<file path="config.mk">
export PLATFORM = sky130hd
export DESIGN_NAME = alu_cluster
export DESIGN_NICKNAME = d
export VERILOG_FILES = /design/src/verilog/alu_pkg.sv /design/src/verilog/op_queue.sv /design/src/verilog/alu_unit.sv /design/src/verilog/unit_dispatch.sv /design/src/verilog/cdb_arbiter.sv /design/src/verilog/alu_cluster.sv
export SDC_FILE = /design/constraint.sdc
export NUM_CORES = 1
export LEC_CHECK = 0
export ABC_AREA = 1
export CORE_ASPECT_RATIO = 1.25
export CORE_UTILIZATION = 45
export DETAILED_ROUTE_END_ITERATION = 16
export DONT_BUFFER_PORTS = 1
export PLACE_DENSITY = 0.58
export SLEW_MARGIN = 20
export SYNTH_ARGS = -nofsm -noshare
export SYNTH_HDL_FRONTEND = slang
export SYNTH_SLANG_ARGS = --single-unit
</file>
<file path="constraint.sdc">
create_clock -name clk_in -period 8.1 [get_ports clk_in]
set_clock_uncertainty 0.1 [all_clocks]
set_input_delay 1.62 -clock clk_in [delete_from_list [all_inputs] [get_ports clk_in]]
set_output_delay 1.62 -clock clk_in [all_outputs]
set_load 0.03 [all_outputs]
</file>
<file path="src/verilog/alu_pkg.sv">
package alu_pkg;

    localparam int xlen = 32;
    localparam int rob_idx_w = 3; // eight tags in flight

    // RV32I register-register functions, codes 10..15 give zero
    typedef enum logic [3:0] {
        alu_add  = 4'd0,
        alu_sub  = 4'd1,
        alu_and  = 4'd2,
        alu_or   = 4'd3,
        alu_xor  = 4'd4,
        alu_slt  = 4'd5,
        alu_sltu = 4'd6,
        alu_sll  = 4'd7,
        alu_srl  = 4'd8,
        alu_sra  = 4'd9
    } alu_func_t;

    // one queued operation, 71 bits
    typedef struct packed {
        alu_func_t              func;
        logic [xlen-1:0]        rval1;
        logic [xlen-1:0]        rval2;
        logic [rob_idx_w-1:0]   rob_idx;
    } alu_op_t;

    // first set bit of req at or after start, wrapping at n
    // returns start when nothing is set
    function automatic int rr_first(input logic [31:0] req, input int n, input int start);
        int idx;
        int pick;
        pick = start;
        for (int i = n - 1; i >= 0; i--) begin // nearest candidate is checked last
            idx = start + i;
            if (idx >= n) idx = idx - n;
            if (req[idx]) pick = idx;
        end
        return pick;
    endfunction

endpackage

</file>
<file path="src/verilog/op_queue.sv">
`timescale 1ns/1ps
`default_nettype none

module op_queue #(
    parameter type payload_t = logic [7:0],
    parameter int DEPTH = 4
) (
    input  logic     clk_in,
    input  logic     rst_in,
    input  logic     in_valid,
    output logic     in_ready,
    input  payload_t in_data,
    output logic     out_valid,
    input  logic     out_ready,
    output payload_t out_data
);

    localparam int ptr_w = (DEPTH > 1) ? $clog2(DEPTH) : 1;
    localparam int cnt_w = $clog2(DEPTH + 1);

    payload_t         mem [DEPTH];
    logic [ptr_w-1:0] wr_ptr;
    logic [ptr_w-1:0] rd_ptr;
    logic [cnt_w-1:0] count;
    logic             wr_en;
    logic             rd_en;

    function automatic logic [ptr_w-1:0] bump(input logic [ptr_w-1:0] p);
        return (p == ptr_w'(DEPTH - 1)) ? '0 : p + 1'b1; // wraps for any depth
    endfunction

    assign in_ready  = (count != cnt_w'(DEPTH));
    assign out_valid = (count != '0);
    assign out_data  = mem[rd_ptr];
    assign wr_en     = in_valid && in_ready;
    assign rd_en     = out_valid && out_ready;

    always_ff @(posedge clk_in) begin
        if (wr_en) begin
            mem[wr_ptr] <= in_data;
        end
    end

    always_ff @(posedge clk_in) begin
        if (rst_in) begin
            wr_ptr <= '0;
            rd_ptr <= '0;
            count  <= '0;
        end else begin
            if (wr_en) wr_ptr <= bump(wr_ptr);
            if (rd_en) rd_ptr <= bump(rd_ptr);
            case ({wr_en, rd_en})
                2'b10:   count <= count + 1'b1;
                2'b01:   count <= count - 1'b1;
                default: count <= count;
            endcase
        end
    end

    // pointers meet only when the queue is empty or full
    a_no_write_when_full: assert property (@(posedge clk_in) disable iff (rst_in)
        (count <= cnt_w'(DEPTH)) &&
        ((wr_ptr == rd_ptr) == (count == '0 || count == cnt_w'(DEPTH))))
        else $error("op_queue: pointers and count disagree");

endmodule

`default_nettype wire

</file>
<file path="src/verilog/alu_unit.sv">
`timescale 1ns/1ps
`default_nettype none

module alu_unit import alu_pkg::*; #(
    parameter int LATENCY = 25
) (
    input  logic                 clk_in,
    input  logic                 rst_in,
    input  logic                 start,   // one cycle, only while idle
    input  alu_func_t            func,
    input  logic [xlen-1:0]      rval1,
    input  logic [xlen-1:0]      rval2,
    input  logic [rob_idx_w-1:0] rob_idx,
    output logic                 idle,
    output logic                 done,    // held until grant
    output logic [xlen-1:0]      result,
    output logic [rob_idx_w-1:0] result_rob_idx,
    input  logic                 grant
);

    // counter only needs to hold LATENCY-1
    localparam int cnt_w = (LATENCY > 1) ? $clog2(LATENCY) : 1;

    logic             busy;
    logic [cnt_w-1:0] cnt;
    logic [4:0]       shamt;
    logic [xlen-1:0]  calc;

    assign shamt = rval2[4:0]; // rv32 uses low five bits only

    always_comb begin
        case (func)
            alu_add:  calc = rval1 + rval2;
            alu_sub:  calc = rval1 - rval2;
            alu_and:  calc = rval1 & rval2;
            alu_or:   calc = rval1 | rval2;
            alu_xor:  calc = rval1 ^ rval2;
            alu_slt:  calc = ($signed(rval1) < $signed(rval2)) ? xlen'(1) : '0;
            alu_sltu: calc = (rval1 < rval2) ? xlen'(1) : '0;
            alu_sll:  calc = rval1 << shamt;
            alu_srl:  calc = rval1 >> shamt;                       // zero fill
            alu_sra:  calc = xlen'($signed(rval1) >>> shamt);      // sign fill
            default:  calc = '0;
        endcase
    end

    assign idle = !busy && !done;

    // result and tag captured at start, then just waited out
    always_ff @(posedge clk_in) begin
        if (start) begin
            result         <= calc;
            result_rob_idx <= rob_idx;
        end
    end

    always_ff @(posedge clk_in) begin
        if (rst_in) begin
            busy <= 1'b0;
            done <= 1'b0;
            cnt  <= '0;
        end else begin
            if (start) begin
                busy <= (LATENCY > 1);
                done <= (LATENCY == 1);   // single-cycle case skips counting
                cnt  <= cnt_w'(LATENCY - 1);
            end else if (busy) begin
                if (cnt == cnt_w'(1)) begin
                    busy <= 1'b0;
                    done <= 1'b1;         // LATENCY cycles after start
                end
                cnt <= cnt - 1'b1;
            end else if (done && grant) begin
                done <= 1'b0;             // idle again next cycle
            end
        end
    end

    // dispatcher must only pick an idle unit
    a_start_when_idle: assert property (@(posedge clk_in) disable iff (rst_in)
        start |-> idle)
        else $error("alu_unit: start while busy");

    // arbiter must only grant a finished unit
    a_grant_when_done: assert property (@(posedge clk_in) disable iff (rst_in)
        grant |-> done)
        else $error("alu_unit: grant without done");

endmodule

`default_nettype wire

</file>
<file path="src/verilog/unit_dispatch.sv">
`timescale 1ns/1ps
`default_nettype none

module unit_dispatch import alu_pkg::*; #(
    parameter int NUM_UNITS = 2
) (
    input  logic                 clk_in,
    input  logic                 rst_in,
    input  logic                 head_valid,
    output logic                 head_ready,
    input  alu_op_t              head_op,
    input  logic [NUM_UNITS-1:0] unit_idle,
    output logic [NUM_UNITS-1:0] unit_start,
    output alu_func_t            unit_func,
    output logic [xlen-1:0]      unit_rval1,
    output logic [xlen-1:0]      unit_rval2,
    output logic [rob_idx_w-1:0] unit_rob_idx
);

    localparam int ptr_w = (NUM_UNITS > 1) ? $clog2(NUM_UNITS) : 1;

    logic [ptr_w-1:0] ptr;   // where the search for an idle unit begins
    logic [ptr_w-1:0] sel;
    logic             fire;

    assign sel        = ptr_w'(rr_first(32'(unit_idle), NUM_UNITS, int'(ptr)));
    assign head_ready = |unit_idle;
    assign fire       = head_valid && head_ready;

    always_comb begin
        unit_start = '0;
        if (fire) unit_start[sel] = 1'b1;
    end

    // operation fields go to every unit, only start picks one
    assign unit_func    = head_op.func;
    assign unit_rval1   = head_op.rval1;
    assign unit_rval2   = head_op.rval2;
    assign unit_rob_idx = head_op.rob_idx;

    always_ff @(posedge clk_in) begin
        if (rst_in) begin
            ptr <= '0;
        end else if (fire) begin
            ptr <= (sel == ptr_w'(NUM_UNITS - 1)) ? '0 : sel + 1'b1; // spread the work
        end
    end

    a_start_onehot: assert property (@(posedge clk_in) disable iff (rst_in)
        $onehot0(unit_start) && ((unit_start & ~unit_idle) == '0))
        else $error("unit_dispatch: start not one-hot or to a busy unit");

endmodule

`default_nettype wire

</file>
<file path="src/verilog/cdb_arbiter.sv">
`timescale 1ns/1ps
`default_nettype none

module cdb_arbiter import alu_pkg::*; #(
    parameter int NUM_UNITS = 2
) (
    input  logic                                 clk_in,
    input  logic                                 rst_in,
    input  logic [NUM_UNITS-1:0]                 unit_done,
    input  logic [NUM_UNITS-1:0][xlen-1:0]       unit_result,
    input  logic [NUM_UNITS-1:0][rob_idx_w-1:0]  unit_rob_idx,
    output logic [NUM_UNITS-1:0]                 unit_grant,
    output logic                                 cdb_valid,
    input  logic                                 cdb_ready,
    output logic [xlen-1:0]                      cdb_data,
    output logic [rob_idx_w-1:0]                 cdb_rob_idx
);

    localparam int ptr_w = (NUM_UNITS > 1) ? $clog2(NUM_UNITS) : 1;

    logic [ptr_w-1:0] ptr;
    logic [ptr_w-1:0] sel;
    logic             xfer;

    assign sel = ptr_w'(rr_first(32'(unit_done), NUM_UNITS, int'(ptr)));

    assign cdb_valid   = |unit_done;
    assign cdb_data    = unit_result[sel];
    assign cdb_rob_idx = unit_rob_idx[sel];
    assign xfer        = cdb_valid && cdb_ready;

    always_comb begin
        unit_grant = '0;
        if (xfer) unit_grant[sel] = 1'b1; // only with cdb_ready
    end

    // A stalled winner parks the pointer on itself. The search then starts
    // at a unit that is still done, so a newly finished unit cannot take the
    // bus from under a result that is waiting for cdb_ready.
    always_ff @(posedge clk_in) begin
        if (rst_in) begin
            ptr <= '0;
        end else if (xfer) begin
            ptr <= (sel == ptr_w'(NUM_UNITS - 1)) ? '0 : sel + 1'b1;
        end else if (cdb_valid) begin
            ptr <= sel;
        end
    end

    a_grant_onehot: assert property (@(posedge clk_in) disable iff (rst_in)
        $onehot0(unit_grant) && ((unit_grant & ~unit_done) == '0))
        else $error("cdb_arbiter: bad grant");

endmodule

`default_nettype wire

</file>
<file path="src/verilog/alu_cluster.sv">
`timescale 1ns/1ps
`default_nettype none

module alu_cluster import alu_pkg::*; #(
    parameter int DEPTH     = 4,
    parameter int NUM_UNITS = 2,
    parameter int LATENCY   = 25
) (
    input  logic                 clk_in,
    input  logic                 rst_in,

    // issue side
    input  logic                 issue_valid,
    output logic                 issue_ready,
    input  alu_func_t            issue_func,
    input  logic [xlen-1:0]      issue_rval1,
    input  logic [xlen-1:0]      issue_rval2,
    input  logic [rob_idx_w-1:0] issue_rob_idx,

    // common data bus
    output logic                 cdb_valid,
    input  logic                 cdb_ready,
    output logic [xlen-1:0]      cdb_data,
    output logic [rob_idx_w-1:0] cdb_rob_idx
);

    alu_op_t issue_op;
    alu_op_t head_op;
    logic    head_valid;
    logic    head_ready;

    // operation fields shared by all units
    alu_func_t            disp_func;
    logic [xlen-1:0]      disp_rval1;
    logic [xlen-1:0]      disp_rval2;
    logic [rob_idx_w-1:0] disp_rob_idx;

    logic [NUM_UNITS-1:0]                unit_idle;
    logic [NUM_UNITS-1:0]                unit_start;
    logic [NUM_UNITS-1:0]                unit_done;
    logic [NUM_UNITS-1:0]                unit_grant;
    logic [NUM_UNITS-1:0][xlen-1:0]      unit_result;
    logic [NUM_UNITS-1:0][rob_idx_w-1:0] unit_res_rob_idx;

    assign issue_op = '{func: issue_func, rval1: issue_rval1, rval2: issue_rval2,
                        rob_idx: issue_rob_idx};

    op_queue #(
        .payload_t (alu_op_t),
        .DEPTH     (DEPTH)
    ) u_op_queue (
        .clk_in    (clk_in),
        .rst_in    (rst_in),
        .in_valid  (issue_valid),
        .in_ready  (issue_ready),
        .in_data   (issue_op),
        .out_valid (head_valid),
        .out_ready (head_ready),
        .out_data  (head_op)
    );

    unit_dispatch #(
        .NUM_UNITS (NUM_UNITS)
    ) u_unit_dispatch (
        .clk_in       (clk_in),
        .rst_in       (rst_in),
        .head_valid   (head_valid),
        .head_ready   (head_ready),
        .head_op      (head_op),
        .unit_idle    (unit_idle),
        .unit_start   (unit_start),
        .unit_func    (disp_func),
        .unit_rval1   (disp_rval1),
        .unit_rval2   (disp_rval2),
        .unit_rob_idx (disp_rob_idx)
    );

    for (genvar i = 0; i < NUM_UNITS; i++) begin : g_unit
        alu_unit #(
            .LATENCY (LATENCY)
        ) u_alu_unit (
            .clk_in         (clk_in),
            .rst_in         (rst_in),
            .start          (unit_start[i]),
            .func           (disp_func),
            .rval1          (disp_rval1),
            .rval2          (disp_rval2),
            .rob_idx        (disp_rob_idx),
            .idle           (unit_idle[i]),
            .done           (unit_done[i]),
            .result         (unit_result[i]),
            .result_rob_idx (unit_res_rob_idx[i]),
            .grant          (unit_grant[i])
        );
    end

    cdb_arbiter #(
        .NUM_UNITS (NUM_UNITS)
    ) u_cdb_arbiter (
        .clk_in       (clk_in),
        .rst_in       (rst_in),
        .unit_done    (unit_done),
        .unit_result  (unit_result),
        .unit_rob_idx (unit_res_rob_idx),
        .unit_grant   (unit_grant),
        .cdb_valid    (cdb_valid),
        .cdb_ready    (cdb_ready),
        .cdb_data     (cdb_data),
        .cdb_rob_idx  (cdb_rob_idx)
    );

endmodule

`default_nettype wire

</file>
After elaboration in Yosys (flattened, before gate mapping) --
Memories as Yosys holds them, arrays and structs flattened. A register that Yosys moved wholly into a read port is not among the register bits. Index checks and enable logic that the tools add are counted.
Operators by class: add/sub/neg operators 16, $lt $le $gt $ge 14, equality and inequality tests 18, shift operators 3, multiplexer cells 60, bitwise gates (word level) 3, reduce and logical (&&, ||, !) cells 27
Operator list (number):
- one-hot mux 32 bit (10 select lines) | 1
- 2-to-1 mux 32 bit | 6
- < comparator 32 x 7 -> 1 bit (second input constant) | 4
- greater-or-equal comparator 32 x 3 -> 1 bit (second input constant) | 2
- < comparator 32 bit | 2
- subtractor 32 x 3 -> 32 bit (second input constant) | 2
- 2-to-1 mux 1 bit | 34
- adder 32 bit | 1
- AND 32 bit | 1
- bitwise OR 32 bit | 1
- left shift 32 x 5 -> 32 bit | 1
- >> shifter 32 x 5 -> 32 bit | 1
- >>> shifter 32 x 5 -> 32 bit | 1
- subtractor 32 bit | 1
- XOR 32 bit | 1
- binary-select mux 1 bit (select 5 bit) | 4
- 2-to-1 mux 5 bit | 4
- equality test 4 x 3 -> 1 bit (second input constant) | 4
- 2-to-1 mux 2 bit | 6
- nonzero test 2 bit | 6
- equality test 5 x 1 -> 1 bit (second input constant) | 2
- subtractor 5 x 1 -> 5 bit (second input constant) | 2
- logical AND 1 bit | 9
- equality test 4 x 2 -> 1 bit (second input constant) | 2
- 23 further kinds | 43
Storage, ports and cells: flip-flop bits (word level) 93, RAM bits 284, bits of input ports 75, output and inout bits 37, word-level logic and storage cells 159, memories 1
Memories:
- u_op_queue.mem | words 4, width 71, rd ports 1, clocked after memory_dff 1, write ports 1, line op_queue.sv:21 | payload_t mem [DEPTH];

Depth between registers and ports, before layout --
depth in word-level cells 16, depth in mapped cells 25, depth with buffers taken out 22

Cells and area by module --
A second synthesis with hierarchy kept.
Second synthesis, totals: cell total of the unflattened synthesis 5388, area, all modules 35566.6 um2
Modules (own cells, without submodules):
- alu_unit at g_unit[0].u_alu_unit | times used 1, cells an instance 2193, area an instance 11584.9 um2
- alu_unit at g_unit[1].u_alu_unit | times used 1, cells an instance 2215, area an instance 11562.3 um2
- op_queue | times used 1, cells an instance 757, area an instance 11026.8 um2
- cdb_arbiter | times used 1, cells an instance 137, area an instance 775.7 um2
- unit_dispatch | times used 1, cells an instance 86, area an instance 616.8 um2

Least setup slack after synthesis --
No wires, ideal clock.
kind input-to-reg, start input issue_valid, end memory u_op_queue.mem[0][0] (netlist name) (enable), arrival time 4.781 ns, data required time 7.499 ns, setup slack 2.718 ns, stages on the path 2, path through nand2_1 -> nor2_1
Between the ends: cells in the longest elaborated chain, start to end 3
RTL lines:
- start: declaration | line alu_cluster.sv:13 | input logic issue_valid,
- logical AND 1 bit | line op_queue.sv:35 | assign wr_en = in_valid && in_ready;
- 2-to-1 mux 1 bit | line op_queue.sv:39 | if (wr_en) begin
- 2-to-1 mux 1 bit (implied by the code) | line op_queue.sv:40 | mem[wr_ptr] <= in_data;
- end: declaration | line op_queue.sv:21
Every way passes these cells.

==> metrics <==
Synth top area share a little over two fifths; ys async rst share 0%; Fin Setup TNS 0 ns; largest delay contributor family on the critical path buffers and inverters; biggest area consumer among synthesized cells edfxtp_1; layout cells sized above 1 under 10%; crit path capture type flop; Tcrit/Tclk final about two thirds; die area 55400 um^2; number of remaining DRC errors 0; CP cell instances inv_4 -> buf_4 -> nand2_1 -> nand3_1 -> nand2_1 -> ha_1 -> inv_1 -> nand2_1 -> nand2_1 -> a21oi_1 -> o21ai_0 -> nand2_1 -> nand2_1 -> a21o_1 -> nor2_1 -> nor2_1 -> nor2_1 -> nand2_1; Initial Utilization a little under half; row count between 90 and 100; reg2reg setup slack 2.73 ns; register area share after synthesis around 45%; I/O Pins 112; slowest CP cell inv_4; core area around 54000 um^2; Avg Vias per Cell between 5 and 6; Final #Nets ~3400; crit start category flop; CP Max Fanout 77; Yosys cell types 46; CP Buf/Inv Count 3; GRT overflow 0; most frequent cell after synthesis nand2_1; Clock Latency Late Sink approximately 0.58 ns; final hold viol count 0; PortBufs 0; RePlAce Congestion between 1 and 1.5; mean post-synth cell area 7.56 um^2; crit path DAT 5.55 ns; clock root buffer clkbuf_16; drt pass-1 iters 6; total number of vias roughly 22000; CTS sink count ~380; hpwl dp approximately 70000 um; DRT iter0 DRCs 2110; ys flop type edfxtp_1; FF/Latch Area 11100 um^2; CP Class reg -> reg; max frequency roughly 190 MHz; clk buf depth 3; Fill cells between 5000 and 6000; max cap viols 0; # resized after CTS 0; final wirelength roughly 92000 um; first-pass GRT wire length roughly 130000 um; worst-margin pin slew between 1 and 1.5 ns; unrepaired setup endpoints after global routing false; Die Y 263 um; DR WL/cell around 23 um; Post-Synthesis Net Count roughly 3400; GRT Total Usage about 33%; multi-input logic area around 11000 um^2; cts hold-fix bufs 0; die span in x between 200 and 250 um; Hold Path Class reg -> reg; Finish-stage setup viols 0; Routed Antenna Nets 0; vias in the first global route between 20000 and 25000; initial antenna violation count 0; Yosys warnings 0; CTS tree done; Synth area leaders edfxtp_1, nand2_1, nand3_1; EDFF count, synth 354; CTS clk-pin slew, worst paths roughly 0.060 ns; minimum clock period after layout ~5.4 ns; slew margin rel. approximately 25%; Req. time, crit path ~8.3 ns; Post-CTS Setup Bufs 0; CP max stage delay about 0.7 ns; commonest cells in the netlist nand2_1, nand3_1, inv_1, edfxtp_1, nor2_1; Top cell by count, worst path nand2_1; area delta synth->final 7.27%; total CTS buffers 39; Post-Syn Area ~25000 um^2; largest net degree at the start of global routing 89; Syn Inst Count roughly 3200; H-tree Lvls 2; Synth Register Bits about 380; status finished clean; Slew Limit Fails 0
-- worst reg2reg max path: stages (launching register included) --
cell and delay, ns:
dfxtp_4 0.52, inv_4 0.71, buf_4 0.70, nand2_1 0.11, nand3_1 0.09, nand2_1 0.18
ha_1 0.51, inv_1 0.19, nand2_1 0.12, nand2_1 0.06, a21oi_1 0.25, o21ai_0 0.34
nand2_1 0.21, nand2_1 0.16, a21o_1 0.22, nor2_1 0.09, nor2_1 0.05, nor2_1 0.30
nand2_1 0.16
-- area by class of cell --
| class | count | area share (%) |
|---|---|---|
| multi-input cells | 2359 | 43.3 |
| flip-flops and latches | 379 | 42.3 |
| inverters | 374 | 5.35 |
| clock buffers | 52 | 3.90 |
| well taps | 727 | 3.46 |
| repair buffers | 35 | 0.999 |
| clock inverters | 18 | 0.637 |
| diodes | 1 | 0.00951 |
-- final timing paths --
check / startpoint / to / cells after the start
worst max-delay path: flop / g_unit[1].u_alu_unit.result[21] / 18
worst min-delay path: u_unit_dispatch.ptr / u_unit_dispatch.ptr / 2
worst max register to register: flop / g_unit[1].u_alu_unit.result[21] / 18
worst min register to register: u_unit_dispatch.ptr / u_unit_dispatch.ptr / 2
-- flip-flops by register name (all words and copies together) (netlist names), 3 cells and up, named ones only --
name and count:
g_unit.u_alu_unit.cnt 10, g_unit.u_alu_unit.result 64, g_unit.u_alu_unit.result_rob_idx 6, u_op_queue.count 3, u_op_queue.mem 284
-- layer usage --
metal  GRT usage (%)  wire [um]  up-vias
li1                -          -    10600
met1            41.5      36900    10400
met2            51.9      41000      916
met3            6.17       6890      222
met4            21.8       6970        0
met5               0          0        -
-- through the flow --
| step | hold WS [ns] | area, um^2 | setup slack, ns | util [%] | cells |
|---|---|---|---|---|---|
| final | 0.379 | 26300 | 2.73 | 48.9 | 3945 |
| after global routing | 0.410 | 26300 | 2.44 | 48.8 | 3944 |
| after CTS | 0.381 | 26300 | 2.83 | 48.8 | 3944 |
| after detailed placement | 0.374 | 25100 | 2.85 | 46.6 | 3874 |
| after global placement | 0.366 | 25100 | 2.83 | 46.6 | 3874 |
| after floorplan | 0.347 | 24500 | 2.72 | - | 3243 |
-- cell usage in the layout, fill, tap and decap left out, types with 13 or more instances in the layout --
| cell | n |
|---|---|
| a32oi_1 | 27 |
| o211ai_1 | 18 |
| nor3_1 | 37 |
| nand4_1 | 22 |
| clkbuf_16 | 39 |
| a21oi_1 | 151 |
| inv_1 | 363 |
| edfxtp_1 | 354 |
| clkbuf_1 | 13 |
| o21ai_0 | 110 |
| nor2_1 | 219 |
| nand2_1 | 1118 |
| nand3_1 | 452 |
| buf_4 | 35 |
| ha_1 | 110 |
| dfxtp_1 | 23 |
| o21ai_1 | 13 |
-- kinds of logic (layout without fill, tap and decap cells) --
logic type	count (synthesis)	after routing	share of synthesized area, %
flip-flops	379	379	45.4
AO/OA/AOI/OAI	357	357	8.30
buffers and inverters	505	479	8.34
AND/OR/NAND/NOR	1884	1884	31.9
other	0	1	0
XOR/XNOR	5	5	0.179
adder cells (fa/ha/maj)	113	113	5.86
Power is not shown: default switching activity piles up to over one toggle a cycle in this logic, so the estimate is an artifact.
